[src/include/cc_consts.svh]
// Compute unit constants
`ifndef CC_CONSTS_SVH
`define CC_CONSTS_SVH

// Vertex id and label width
`define CC_VERTEX_W 16
// Edge index and read address width
`define CC_ADDR_W 32
`define CC_DEGREE_W 16

// Neighbour ids per edge-list line, and lane count field
`define CC_EDGES_PER_LINE 4
`define CC_COUNT_W 3

// Read data, 4 lanes of 16 bits
`define CC_DATA_W 64

// Buffer depths
`define CC_VERTEX_FIFO_DEPTH 16
`define CC_CMD_FIFO_DEPTH 8
`define CC_LINE_FIFO_DEPTH 4

`endif
[src/hw/cc_pkg.sv]
// Compute unit types
`default_nettype none

`include "cc_consts.svh"

package cc_pkg;

	// Array type of a read, used to route responses
	typedef enum logic {
		TAG_EDGE_LIST = 1'b0,
		TAG_LABEL     = 1'b1
	} cc_tag_t;

	typedef struct packed {
		logic [`CC_VERTEX_W-1:0] id;
		logic [`CC_ADDR_W-1:0]   edge_start;
		logic [`CC_DEGREE_W-1:0] degree;
	} cc_vertex_job_t;

	// Count is 1 to 4 lanes
	typedef struct packed {
		cc_tag_t                tag;
		logic [`CC_ADDR_W-1:0]  addr;
		logic [`CC_COUNT_W-1:0] count;
	} cc_read_cmd_t;

	typedef struct packed {
		cc_tag_t                tag;
		logic [`CC_COUNT_W-1:0] count;
		logic [`CC_DATA_W-1:0]  data;
	} cc_read_resp_t;

	typedef struct packed {
		logic [`CC_COUNT_W-1:0] count;
		logic [`CC_DATA_W-1:0]  data;
	} cc_edge_line_t;

endpackage

`default_nettype wire

[src/hw/cc_compute_unit.sv]
// Connected-components compute unit
`timescale 1ns/1ns
`default_nettype none

`include "cc_consts.svh"

module cc_compute_unit
	import cc_pkg::*;
(
	input  wire logic                    clock,
	input  wire logic                    rstn,
	input  wire logic                    job_valid,
	input  wire logic [`CC_VERTEX_W-1:0] job_id,
	input  wire logic [`CC_ADDR_W-1:0]   job_edge_start,
	input  wire logic [`CC_DEGREE_W-1:0] job_degree,
	output logic                         job_request,
	output logic                         cmd_request,
	input  wire logic                    cmd_grant,
	output logic                         cmd_valid,
	output cc_tag_t                      cmd_tag,
	output logic [`CC_ADDR_W-1:0]        cmd_addr,
	output logic [`CC_COUNT_W-1:0]       cmd_count,
	input  wire logic                    resp_valid,
	input  wire cc_tag_t                 resp_tag,
	input  wire logic [`CC_COUNT_W-1:0]  resp_count,
	input  wire logic [`CC_DATA_W-1:0]   resp_data,
	output logic                         result_valid,
	output logic [`CC_VERTEX_W-1:0]      result_id,
	output logic [`CC_VERTEX_W-1:0]      result_label,
	output logic [`CC_VERTEX_W-1:0]      vertex_count,
	output logic [`CC_ADDR_W-1:0]        edge_count
);

	cc_vertex_job_t job;
	cc_vertex_job_t cur_job;
	cc_read_resp_t  resp;
	cc_read_cmd_t   src_cmd0;
	cc_read_cmd_t   src_cmd1;
	cc_read_cmd_t   cmd;
	logic           cur_valid;
	logic           vertex_done;
	logic [1:0]     src_valid;
	logic [1:0]     src_taken;

	assign job       = '{id: job_id, edge_start: job_edge_start, degree: job_degree};
	assign resp      = '{tag: resp_tag, count: resp_count, data: resp_data};
	assign cmd_tag   = cmd.tag;
	assign cmd_addr  = cmd.addr;
	assign cmd_count = cmd.count;

	////////////////////////////////////////////////////////////
	// Vertex jobs
	////////////////////////////////////////////////////////////

	cc_vertex_sequencer u_sequencer (
		.clock       (clock),
		.rstn        (rstn),
		.job_valid   (job_valid),
		.job         (job),
		.vertex_done (vertex_done),
		.job_request (job_request),
		.cur_valid   (cur_valid),
		.cur_job     (cur_job)
	);

	////////////////////////////////////////////////////////////
	// Command sources, edge list on port 0
	////////////////////////////////////////////////////////////

	cc_edge_list_fetch u_edge_list_fetch (
		.clock     (clock),
		.rstn      (rstn),
		.cur_valid (cur_valid),
		.cur_job   (cur_job),
		.src_taken (src_taken[0]),
		.src_valid (src_valid[0]),
		.src_cmd   (src_cmd0)
	);

	cc_label_fetch u_label_fetch (
		.clock      (clock),
		.rstn       (rstn),
		.resp_valid (resp_valid),
		.resp       (resp),
		.src_taken  (src_taken[1]),
		.src_valid  (src_valid[1]),
		.src_cmd    (src_cmd1)
	);

	cc_cmd_arbiter u_cmd_arbiter (
		.clock       (clock),
		.rstn        (rstn),
		.src_valid   (src_valid),
		.src_cmd0    (src_cmd0),
		.src_cmd1    (src_cmd1),
		.src_taken   (src_taken),
		.cmd_grant   (cmd_grant),
		.cmd_request (cmd_request),
		.cmd_valid   (cmd_valid),
		.cmd         (cmd)
	);

	////////////////////////////////////////////////////////////
	// Label reduction
	////////////////////////////////////////////////////////////

	cc_label_reduce u_label_reduce (
		.clock        (clock),
		.rstn         (rstn),
		.resp_valid   (resp_valid),
		.resp         (resp),
		.cur_valid    (cur_valid),
		.cur_job      (cur_job),
		.vertex_done  (vertex_done),
		.result_valid (result_valid),
		.result_id    (result_id),
		.result_label (result_label),
		.vertex_count (vertex_count),
		.edge_count   (edge_count)
	);

endmodule

`default_nettype wire

[src/hw/cc_label_reduce.sv]
// Minimum label reduction and counters
`timescale 1ns/1ns
`default_nettype none

`include "cc_consts.svh"

module cc_label_reduce
	import cc_pkg::*;
(
	input  wire logic           clock,
	input  wire logic           rstn,
	input  wire logic           resp_valid,
	input  wire cc_read_resp_t  resp,
	input  wire logic           cur_valid,
	input  wire cc_vertex_job_t cur_job,
	output logic                vertex_done,
	output logic                result_valid,
	output logic [`CC_VERTEX_W-1:0] result_id,
	output logic [`CC_VERTEX_W-1:0] result_label,
	output logic [`CC_VERTEX_W-1:0] vertex_count,
	output logic [`CC_ADDR_W-1:0]   edge_count
);

	logic [`CC_VERTEX_W-1:0] label;
	logic [`CC_VERTEX_W-1:0] min_label;
	logic [`CC_VERTEX_W-1:0] next_min;
	logic [`CC_DEGREE_W-1:0] seen;
	logic                    label_hit;
	logic                    last_edge;
	logic                    empty_vertex;

	assign label_hit = resp_valid && (resp.tag == TAG_LABEL);
	assign label     = resp.data[`CC_VERTEX_W-1:0];
	assign next_min  = (label < min_label) ? label : min_label;
	assign last_edge = label_hit && ((seen + 1'b1) == cur_job.degree);

	// Degree zero finishes at once, guarded so it fires only once
	assign empty_vertex = cur_valid && (cur_job.degree == '0) && !vertex_done;

	always_ff @(posedge clock or negedge rstn) begin
		if (!rstn) begin
			vertex_done  <= 1'b0;
			result_valid <= 1'b0;
			seen         <= '0;
			min_label    <= '1;
			vertex_count <= '0;
			edge_count   <= '0;
		end else begin
			vertex_done  <= last_edge || empty_vertex;
			result_valid <= last_edge;
			if (label_hit) begin
				edge_count <= edge_count + 1'b1;
			end
			if (last_edge || empty_vertex) begin
				vertex_count <= vertex_count + 1'b1;
			end
			if (last_edge) begin
				seen      <= '0;
				min_label <= '1;
			end else if (label_hit) begin
				seen      <= seen + 1'b1;
				min_label <= next_min;
			end
		end
	end

	always_ff @(posedge clock) begin
		if (last_edge) begin
			result_id    <= cur_job.id;
			result_label <= next_min;
		end
	end

endmodule

`default_nettype wire

[src/hw/cc_cmd_arbiter.sv]
// Read command arbiter and burst buffer
`timescale 1ns/1ns
`default_nettype none

`include "cc_consts.svh"

module cc_cmd_arbiter
	import cc_pkg::*;
(
	input  wire logic         clock,
	input  wire logic         rstn,
	input  wire logic [1:0]   src_valid,
	input  wire cc_read_cmd_t src_cmd0,
	input  wire cc_read_cmd_t src_cmd1,
	output logic [1:0]        src_taken,
	input  wire logic         cmd_grant,
	output logic              cmd_request,
	output logic              cmd_valid,
	output cc_read_cmd_t      cmd
);

	cc_read_cmd_t chosen;
	cc_read_cmd_t head_cmd;
	logic         win;
	logic         last_win;
	logic         push;
	logic         pop;
	logic         buf_empty;
	logic         buf_almost_full;

	////////////////////////////////////////////////////////////
	// Round-robin choice
	////////////////////////////////////////////////////////////

	// Both pending means the loser of last round goes first
	always_comb begin
		if (src_valid == 2'b11) begin
			win = ~last_win;
		end else begin
			win = src_valid[1];
		end
	end

	assign chosen    = win ? src_cmd1 : src_cmd0;
	assign push      = (|src_valid) && !buf_almost_full;
	assign src_taken = push ? {win, ~win} : 2'b00;

	always_ff @(posedge clock or negedge rstn) begin
		if (!rstn) begin
			last_win <= 1'b0;
		end else if (push) begin
			last_win <= win;
		end
	end

	////////////////////////////////////////////////////////////
	// Burst command buffer and bus handshake
	////////////////////////////////////////////////////////////

	cc_fifo #(
		.payload_t (cc_read_cmd_t),
		.depth     (`CC_CMD_FIFO_DEPTH)
	) u_cmd_fifo (
		.clock       (clock),
		.rstn        (rstn),
		.push        (push),
		.data_in     (chosen),
		.pop         (pop),
		.data_out    (head_cmd),
		.empty       (buf_empty),
		.almost_full (buf_almost_full)
	);

	assign cmd_request = !buf_empty;
	// Stray grants are dropped
	assign pop = cmd_grant && !buf_empty;

	always_ff @(posedge clock or negedge rstn) begin
		if (!rstn) begin
			cmd_valid <= 1'b0;
		end else begin
			cmd_valid <= pop;
		end
	end

	always_ff @(posedge clock) begin
		if (pop) begin
			cmd <= head_cmd;
		end
	end

endmodule

`default_nettype wire

[src/hw/cc_label_fetch.sv]
// Neighbour label read command generator
`timescale 1ns/1ns
`default_nettype none

`include "cc_consts.svh"

module cc_label_fetch
	import cc_pkg::*;
(
	input  wire logic          clock,
	input  wire logic          rstn,
	input  wire logic          resp_valid,
	input  wire cc_read_resp_t resp,
	input  wire logic          src_taken,
	output logic               src_valid,
	output cc_read_cmd_t       src_cmd
);

	localparam int lane_w = $clog2(`CC_EDGES_PER_LINE);

	cc_edge_line_t     line_in;
	cc_edge_line_t     line_head;
	logic              line_push;
	logic              line_pop;
	logic              line_empty;
	logic [lane_w-1:0] lane;
	logic              last_lane;

	// Edge-list responses only
	assign line_push     = resp_valid && (resp.tag == TAG_EDGE_LIST);
	assign line_in.count = resp.count;
	assign line_in.data  = resp.data;

	cc_fifo #(
		.payload_t (cc_edge_line_t),
		.depth     (`CC_LINE_FIFO_DEPTH)
	) u_line_fifo (
		.clock       (clock),
		.rstn        (rstn),
		.push        (line_push),
		.data_in     (line_in),
		.pop         (line_pop),
		.data_out    (line_head),
		.empty       (line_empty),
		.almost_full ()
	);

	assign last_lane = ((`CC_COUNT_W'(lane) + 1'b1) == line_head.count);
	assign line_pop  = src_taken && last_lane;
	assign src_valid = !line_empty;

	// One label read per neighbour id, lane 0 first
	always_comb begin
		src_cmd.tag   = TAG_LABEL;
		src_cmd.addr  = `CC_ADDR_W'(line_head.data[lane*`CC_VERTEX_W +: `CC_VERTEX_W]);
		src_cmd.count = `CC_COUNT_W'(1);
	end

	always_ff @(posedge clock or negedge rstn) begin
		if (!rstn) begin
			lane <= '0;
		end else if (src_taken) begin
			lane <= last_lane ? '0 : lane + 1'b1;
		end
	end

endmodule

`default_nettype wire

[src/hw/cc_edge_list_fetch.sv]
// Edge-list read command generator
`timescale 1ns/1ns
`default_nettype none

`include "cc_consts.svh"

module cc_edge_list_fetch
	import cc_pkg::*;
(
	input  wire logic           clock,
	input  wire logic           rstn,
	input  wire logic           cur_valid,
	input  wire cc_vertex_job_t cur_job,
	input  wire logic           src_taken,
	output logic                src_valid,
	output cc_read_cmd_t        src_cmd
);

	logic [`CC_DEGREE_W-1:0] offset;
	logic [`CC_DEGREE_W-1:0] remaining;
	logic [`CC_COUNT_W-1:0]  next_count;
	logic                    list_done;
	logic                    load;

	assign remaining  = cur_job.degree - offset;
	assign next_count = (remaining >= `CC_DEGREE_W'(`CC_EDGES_PER_LINE)) ?
		`CC_COUNT_W'(`CC_EDGES_PER_LINE) : remaining[`CC_COUNT_W-1:0];

	// Next slot opens in the same cycle the pending command is taken
	assign load = cur_valid && !list_done && (!src_valid || src_taken);

	always_ff @(posedge clock or negedge rstn) begin
		if (!rstn) begin
			src_valid <= 1'b0;
			offset    <= '0;
			list_done <= 1'b0;
		end else if (!cur_valid) begin
			src_valid <= 1'b0;
			offset    <= '0;
			list_done <= 1'b0;
		end else if (load) begin
			if (remaining == '0) begin
				src_valid <= 1'b0;
				list_done <= 1'b1;
			end else begin
				src_valid <= 1'b1;
				offset    <= offset + `CC_DEGREE_W'(next_count);
			end
		end
	end

	always_ff @(posedge clock) begin
		if (load) begin
			src_cmd.tag   <= TAG_EDGE_LIST;
			src_cmd.addr  <= cur_job.edge_start + `CC_ADDR_W'(offset);
			src_cmd.count <= next_count;
		end
	end

endmodule

`default_nettype wire

[src/hw/cc_vertex_sequencer.sv]
// Vertex job sequencer
`timescale 1ns/1ns
`default_nettype none

`include "cc_consts.svh"

module cc_vertex_sequencer
	import cc_pkg::*;
(
	input  wire logic           clock,
	input  wire logic           rstn,
	input  wire logic           job_valid,
	input  wire cc_vertex_job_t job,
	input  wire logic           vertex_done,
	output logic                job_request,
	output logic                cur_valid,
	output cc_vertex_job_t      cur_job
);

	cc_vertex_job_t head_job;
	logic           fifo_empty;
	logic           take_job;

	// Only one vertex in flight
	assign take_job = !cur_valid && !fifo_empty;

	cc_fifo #(
		.payload_t (cc_vertex_job_t),
		.depth     (`CC_VERTEX_FIFO_DEPTH)
	) u_job_fifo (
		.clock       (clock),
		.rstn        (rstn),
		.push        (job_valid),
		.data_in     (job),
		.pop         (take_job),
		.data_out    (head_job),
		.empty       (fifo_empty),
		.almost_full ()
	);

	always_ff @(posedge clock or negedge rstn) begin
		if (!rstn) begin
			job_request <= 1'b0;
			cur_valid   <= 1'b0;
		end else begin
			// Ask for more work while the buffer is dry
			job_request <= fifo_empty;
			if (take_job) begin
				cur_valid <= 1'b1;
			end else if (vertex_done) begin
				cur_valid <= 1'b0;
			end
		end
	end

	always_ff @(posedge clock) begin
		if (take_job) begin
			cur_job <= head_job;
		end
	end

endmodule

`default_nettype wire

[src/hw/cc_fifo.sv]
// Synchronous payload FIFO
`timescale 1ns/1ns
`default_nettype none

module cc_fifo #(
	parameter type payload_t = logic,
	parameter int  depth     = 4
) (
	input  wire logic     clock,
	input  wire logic     rstn,
	input  wire logic     push,
	input  wire payload_t data_in,
	input  wire logic     pop,
	output payload_t      data_out,
	output logic          empty,
	output logic          almost_full
);

	localparam int ptr_w = (depth > 1) ? $clog2(depth) : 1;
	localparam int cnt_w = $clog2(depth + 1);

	payload_t         mem [depth];
	logic [ptr_w-1:0] rd_ptr;
	logic [ptr_w-1:0] wr_ptr;
	logic [cnt_w-1:0] fill;

	// Head is read straight from storage
	assign data_out    = mem[rd_ptr];
	assign empty       = (fill == '0);
	assign almost_full = (fill >= cnt_w'(depth - 1));

	always_ff @(posedge clock) begin
		if (push) begin
			mem[wr_ptr] <= data_in;
		end
	end

	always_ff @(posedge clock or negedge rstn) begin
		if (!rstn) begin
			rd_ptr <= '0;
			wr_ptr <= '0;
			fill   <= '0;
		end else begin
			if (push) begin
				wr_ptr <= (wr_ptr == ptr_w'(depth - 1)) ? '0 : wr_ptr + 1'b1;
			end
			if (pop) begin
				rd_ptr <= (rd_ptr == ptr_w'(depth - 1)) ? '0 : rd_ptr + 1'b1;
			end
			case ({push, pop})
				2'b10:   fill <= fill + 1'b1;
				2'b01:   fill <= fill - 1'b1;
				default: fill <= fill;
			endcase
		end
	end

endmodule

`default_nettype wire

[config.mk]
export PLATFORM = sky130hd
export DESIGN_NAME = cc_compute_unit
export DESIGN_NICKNAME = d
export VERILOG_FILES = /design/src/hw/cc_pkg.sv /design/src/hw/cc_compute_unit.sv /design/src/hw/cc_label_reduce.sv /design/src/hw/cc_cmd_arbiter.sv /design/src/hw/cc_label_fetch.sv /design/src/hw/cc_edge_list_fetch.sv /design/src/hw/cc_vertex_sequencer.sv /design/src/hw/cc_fifo.sv
export VERILOG_INCLUDE_DIRS = /design/src /design/src/include
export SDC_FILE = /design/constraint.sdc
export NUM_CORES = 2
export LEC_CHECK = 0
export BUFFER_PORTS_ARGS = -buffer_cell sky130_fd_sc_hd__buf_2
export CORE_ASPECT_RATIO = 0.7
export CORE_MARGIN = 5
export CORE_UTILIZATION = 30
export DETAILED_ROUTE_END_ITERATION = 8
export MAX_ROUTING_LAYER = met4
export PLACE_DENSITY = 0.47
export SLEW_MARGIN = 30
export SYNTH_ARGS = -nofsm -noshare
export SYNTH_HDL_FRONTEND = slang
export SYNTH_HIERARCHICAL = 1
export SYNTH_SLANG_ARGS = --single-unit
[constraint.sdc]
create_clock -name clock -period 5.99 [get_ports clock]
set_input_delay 1.198 -clock clock [delete_from_list [all_inputs] [get_ports clock]]
set_output_delay 1.198 -clock clock [all_outputs]
set_load 0.01 [all_outputs]
## Word level (Yosys, flattened, before mapping)

Memory sizes are Yosys's and may differ from the RTL's. A register that Yosys moved wholly into a read port is not among the register bits.
Index checks and enable logic that the tools add are counted.

- Reduce and logical (&&, ||, !) cells: 34
- Shift-type cells: 1
- Equal/unequal tests: 18
- Mux-type cells: 36
- $add $sub $neg: 20
- Magnitude comparators: 3
- Bitwise gates (word level): 3

Operators with widths:

| operator | count |
|---|---|
| $mux 16 | 8 |
| $shiftx 64x7->16 | 1 |
| $mux 36 | 1 |
| $add 16x1->16 const B | 2 |
| $add 32x1->32 const B | 1 |
| $add 32x16->32 | 1 |
| $logic_not 16->1 | 2 |
| $add 16x3->16 | 1 |
| $eq 16x16->1 | 1 |
| $ge 16x3->1 const B | 1 |
| $lt 16x16->1 | 1 |
| $sub 16x16->16 | 1 |
| $mux 1 | 15 |
| $add 4x1->4 const B | 3 |
| $eq 2x2->1 const B | 6 |
| $logic_and 1x1->1 | 11 |
| $pmux 5 s2 | 1 |
| $reduce_bool 2->1 | 5 |
| $add 3x1->3 const B | 3 |
| $mux 3 | 3 |
| $eq 4x4->1 const B | 2 |
| $logic_not 1->1 | 8 |
| $mux 2 | 4 |
| $mux 4 | 2 |
| 21 further kinds | 31 |

- Output and inout port bits: 120
- Word-level logic and storage cells: 145
- Memories: 3
- Input bits: 137
- Flip-flop bits (word level): 203
- RAM bits: 1,580

Memory list:

| memory | depth | bits a word | read ports | clocked after Yosys merged registers in | wr ports | RTL line | source |
|---|---|---|---|---|---|---|---|
| u_sequencer.u_job_fifo.mem | 16 | 64 | 1 | 1 | 1 | cc_fifo.sv:22 | `payload_t mem [depth];` |
| u_cmd_arbiter.u_cmd_fifo.mem | 8 | 36 | 1 | 1 | 1 | cc_fifo.sv:22 |  |
| u_label_fetch.u_line_fifo.mem | 4 | 67 | 1 | 0 | 1 | cc_fifo.sv:22 |  |

## Depth between registers and ports, before layout

- Word-level depth: 10
- Mapped depth: 19
- Depth with buffers taken out: 19

## Hierarchy

Netlist, hierarchy kept.

Modules (own cells, without submodules):

| module | area an instance (um^2) | instances | cells each | sequential area each (um^2) |
|---|---|---|---|---|
| cc_fifo at u_sequencer.u_job_fifo | 39,823.2 | 1 | 1,805 | 31,074.8 |
| cc_fifo at u_cmd_arbiter.u_cmd_fifo | 11,405.9 | 1 | 474 | 8,898.5 |
| cc_fifo at u_label_fetch.u_line_fifo | 10,098.4 | 1 | 389 | 8,222.9 |
| cc_label_reduce | 5,778.0 | 1 | 536 | 3,032.9 |
| cc_edge_list_fetch | 4,365.4 | 1 | 489 | 1,501.4 |
| cc_vertex_sequencer | 1,985.7 | 1 | 68 | 1,971.9 |
| cc_cmd_arbiter | 1,789.2 | 1 | 89 | 1,131.1 |
| cc_label_fetch | 726.9 | 1 | 57 | 50.0 |

## Worst setup path before layout

Ideal clock, no wire load.

- Kind: input port to flip-flop
- Start: in job_valid
- End: mem u_sequencer/u_job_fifo/mem[1][0] (netlist bit) (enable)
- Library setup time: 565 ps
- Data arrival time: 5,951 ps
- Data required time: 5,425 ps
- Path slack: -526 ps
- Path buffers: 1
- Stages on the path: 3
- Path through: clkbuf_1 -> nand2_1 -> nor3_1

- Word-level cells in the longest chain between the ends: 2

Ends and longest elaborated chain:

| what | RTL line | source |
|---|---|---|
| start, declared | cc_compute_unit.sv:12 | `input wire logic job_valid,` |
| $mux 1 | cc_fifo.sv:33 | `if (push) begin` |
| $mux 1 (not written as such) | cc_fifo.sv:34 | `mem[wr_ptr] <= data_in;` |
| end, declared | cc_fifo.sv:22 |  |

No other way between the ends.

## Worst setup path in the final report

- Start: reg, netlist name u_sequencer/cur_job[0]
- End: reg u_edge_list_fetch.offset[5]

- Word-level cells in the longest chain between the ends: 7
- Elaborated cells on any way between the ends: 10
- Those cells by class: add/sub: 2; order compare: 1; eq/ne: 1; mux: 4; reduce/logical: 2

Ends and longest elaborated chain:

| what | RTL line | source |
|---|---|---|
| $sub 16x16->16 * | cc_edge_list_fetch.sv:25 | `assign remaining = cur_job.degree - offset;` |
| $ge 16x3->1 | cc_edge_list_fetch.sv:26 | `` assign next_count = (remaining >= `CC_DEGREE_W'(`CC_EDGES_PER_LINE)) ? `` |
| $mux 3 * | cc_edge_list_fetch.sv:26 |  |
| named net u_edge_list_fetch.next_count[2] | cc_edge_list_fetch.sv:21 | `` logic [`CC_COUNT_W-1:0] next_count; `` |
| $add 16x3->16 * | cc_edge_list_fetch.sv:47 | `` offset <= offset + `CC_DEGREE_W'(next_count); `` |
| $mux 16 * | cc_edge_list_fetch.sv:42 | `if (remaining == '0) begin` |
| $mux 16 * | cc_edge_list_fetch.sv:41 | `end else if (load) begin` |
| $mux 16 * | cc_edge_list_fetch.sv:37 | `end else if (!cur_valid) begin` |
| end signal, assigned | cc_edge_list_fetch.sv:47 |  |
| end, declared | cc_edge_list_fetch.sv:19 | `` logic [`CC_DEGREE_W-1:0] offset; `` |

The timed path passes the listed nets; every way through them passes the cells marked *. The select of a mux whose other input is x is not followed.
A chain may end at the register's enable or synchronous reset.

==> results.cfg <==
[worst_setup_path]
worst-endpoint-arrival_ns = 5.57
crit_required_ns = 6.70
critical_path_class = reg -> reg
element_type_at_the_critical_path_start = register
critPathMaxFanout = 7
timing.critical_path.to_type = register

[timing]
setup-tns-final_ns = 0
finalHoldViolCount = 0
clock-skew-final_ns = 0.0465
clock.fmax_mhz = 206
report.final.setup_viol = 0
final.period_utilization_pct = 81.1
tightestPinTransition_ns = 0.979
unrepaired_setup_endpoints_after_global_routing = no
timing.max_slew.rel_slack_pct = 34.6
finalWorstPathRequiredPeriod_ns = 4.85
slew_violations = 0

[synth]
netlist_area_um2 = 76000
ys.warnings.count = 6
synth.avg_cell_area_um2 = 19.5
synthCells = 3905

[route]
avgRoutedWirePerCell_um = 24.7
detail_route.iter0.violations = 3124
drt-vias-per-instance = 4.87
route.detailed.drc = 0
ant_nets = 0
vias = 37800
first_pass_iters = 7
routed_wl_um = 192000

[final_layout]
post_layout_nets = 4454
final_core_utilization_pct = 34.7
post_layout_nonfiller_instances = 7764
final_cell_mix = edfxtp_1 (1747), mux4_2 (340), buf_2 (255)
layout.filler_cells = 23600
synthToLayoutAreaGrowth_pct = 15.1
mostFrequentLayoutCell = edfxtp_1
proportion_of_layout_cells_with_a_drive_suffix_above_1_pct = 24.8
finalInstanceArea_um2 = 87400

[floorplan]
die_width_um = 611
fp.dieH_um = 431
die_area_um2 = 264000
boundaryPins = 257
std_cell_rows = 154
placeable_core_region_um2 = 252000
initial_utilization_pct = 30.2

[clock_tree]
h-tree-depth = 4
cts_root_buf = clkbuf_16
ctsLongestPathBuffers = 4
cts_made_buffers = 197
clock_pin_slew_of_the_registers_on_the_worst_case_setup_and_hold_paths_ns = 0.06
cts_hold_repair.buffers = 0
cts.repair_timing.setup_buffer_count = 0
latest_clock_arrival_within_the_worst_skew_pair_ns = 0.84
cts_sinks = 1883
cts_tree = done
post_cts_sizing_count = 0

[place]
placed_cell_area_um2 = 81300
dp_hpwl_um = 107000
gp_congestion = 0.829
placed_cells_incl_taps = 7392
io_buffers = 256

[power_and_ir_drop]
worst_ir_drop_vdd_mv = 0.230
leakagePower_nw = 28.3
power.density_cell_area_nw_per_um2 = 427
total_power_mw = 37.3

[run]
maxCapViolCount = 0

[outcome]
status = complete, no violations

[grt]
antenna_found_initial = 58
grt_overflow = 0
grt_max_degree = 123
grt_pass1_wl_um = 277000
gr-usage-all-layers_pct = 14.7
grt_pass1_vias = 38400

[hold_path]
hold_path.class = in -> async
sequential cells by signal, indices dropped and copies added, names as in the netlist, 5 cells and up:
signal,count
u_label_fetch/u_line_fifo/mem,268
u_edge_list_fetch/offset,16
u_sequencer/cur_job,64
u_label_reduce/seen,16
u_label_reduce/result_label,16
u_label_reduce/min_label,16
u_cmd_arbiter/cmd,36
u_sequencer/u_job_fifo/mem,1024
u_edge_list_fetch/src_cmd,35
u_cmd_arbiter/u_cmd_fifo/mem,288
u_label_reduce/result_id,16
u_sequencer/u_job_fifo/fill,5
u_label_reduce/vertex_count,16
u_label_reduce/edge_count,32
per-layer routing:
| layer | share of wire, % | GRT usage, % | wire, um |
|---|---|---|---|
| met2 | 45 | 21.8 | 87200 |
| met1 | 47 | 21.1 | 91000 |
| met4 | 2.1 | 3.45 | 4090 |
| met3 | 4.9 | 2.55 | 9410 |
| met5 | 0 | - | 0 |
cell type report:
type	count	area, um^2	share of cell area, %
tap	3354	4200	4.80
sequential	1883	55900	64.0
multi-input combinational	1759	18800	21.5
timing repair buffer	323	2180	2.49
clock inverter	94	772	0.883
antenna	20	50.0	0.0573
inverter	76	287	0.328
clock buffer	255	5190	5.94
critical path, stage by stage, from the launching register on:
cell       delay [ns]
edfxtp_1         0.46
inv_1            0.07
ha_1             0.23
fa_1             0.44
nand2b_1         0.18
a21oi_1          0.21
o21a_1           0.26
mux2_2           0.37
a2111o_1         0.39
nand4bb_4        0.23
nor3_1           0.29
inv_1            0.13
ha_1             0.36
nor2_1           0.16
or4_1            0.45
or4_1            0.41
a21oi_1          0.15
path summary, 6_finish.rpt:
check                                                                       to  slack (ns)                         startpoint  depth (start not counted)
max in group asynchronous       u_cmd_arbiter/u_cmd_fifo/rd_ptr[0]$_DFFE_PN0P_        4.51                               rstn                          2
worst max-delay path                   u_edge_list_fetch/offset[5]$_DFFE_PN0P_        1.14   u_sequencer/cur_job[0]$_DFFE_PP_                         16
worst min register to register           u_label_reduce/result_id[0]$_DFFE_PP_        0.42  u_sequencer/cur_job[48]$_DFFE_PP_                          0
worst min-delay path              u_sequencer/u_job_fifo/rd_ptr[0]$_DFFE_PN0P_        0.24                               rstn                          1
worst max register to register         u_edge_list_fetch/offset[5]$_DFFE_PN0P_        1.14   u_sequencer/cur_job[0]$_DFFE_PP_                         16
min in group clock                       u_label_reduce/result_id[0]$_DFFE_PP_        0.42  u_sequencer/cur_job[48]$_DFFE_PP_                          0
through the flow:
step           hold WS, ns  setup slack (ns)
2_1_floorplan        0.400             0.552
3_3_place_gp         0.404              1.28
3_5_place_dp         0.406              1.25
4_1_cts              0.175              1.23
5_1_grt              0.192             0.897
6_report             0.236              1.14
where the power goes:
part	internal (mW)	switching, mW	leakage, nW
registers	16.8	0.828	17.5
logic	3.56	4.67	7.90
clock network	6.53	5.00	2.90
(Power assumes the default switching activity.)
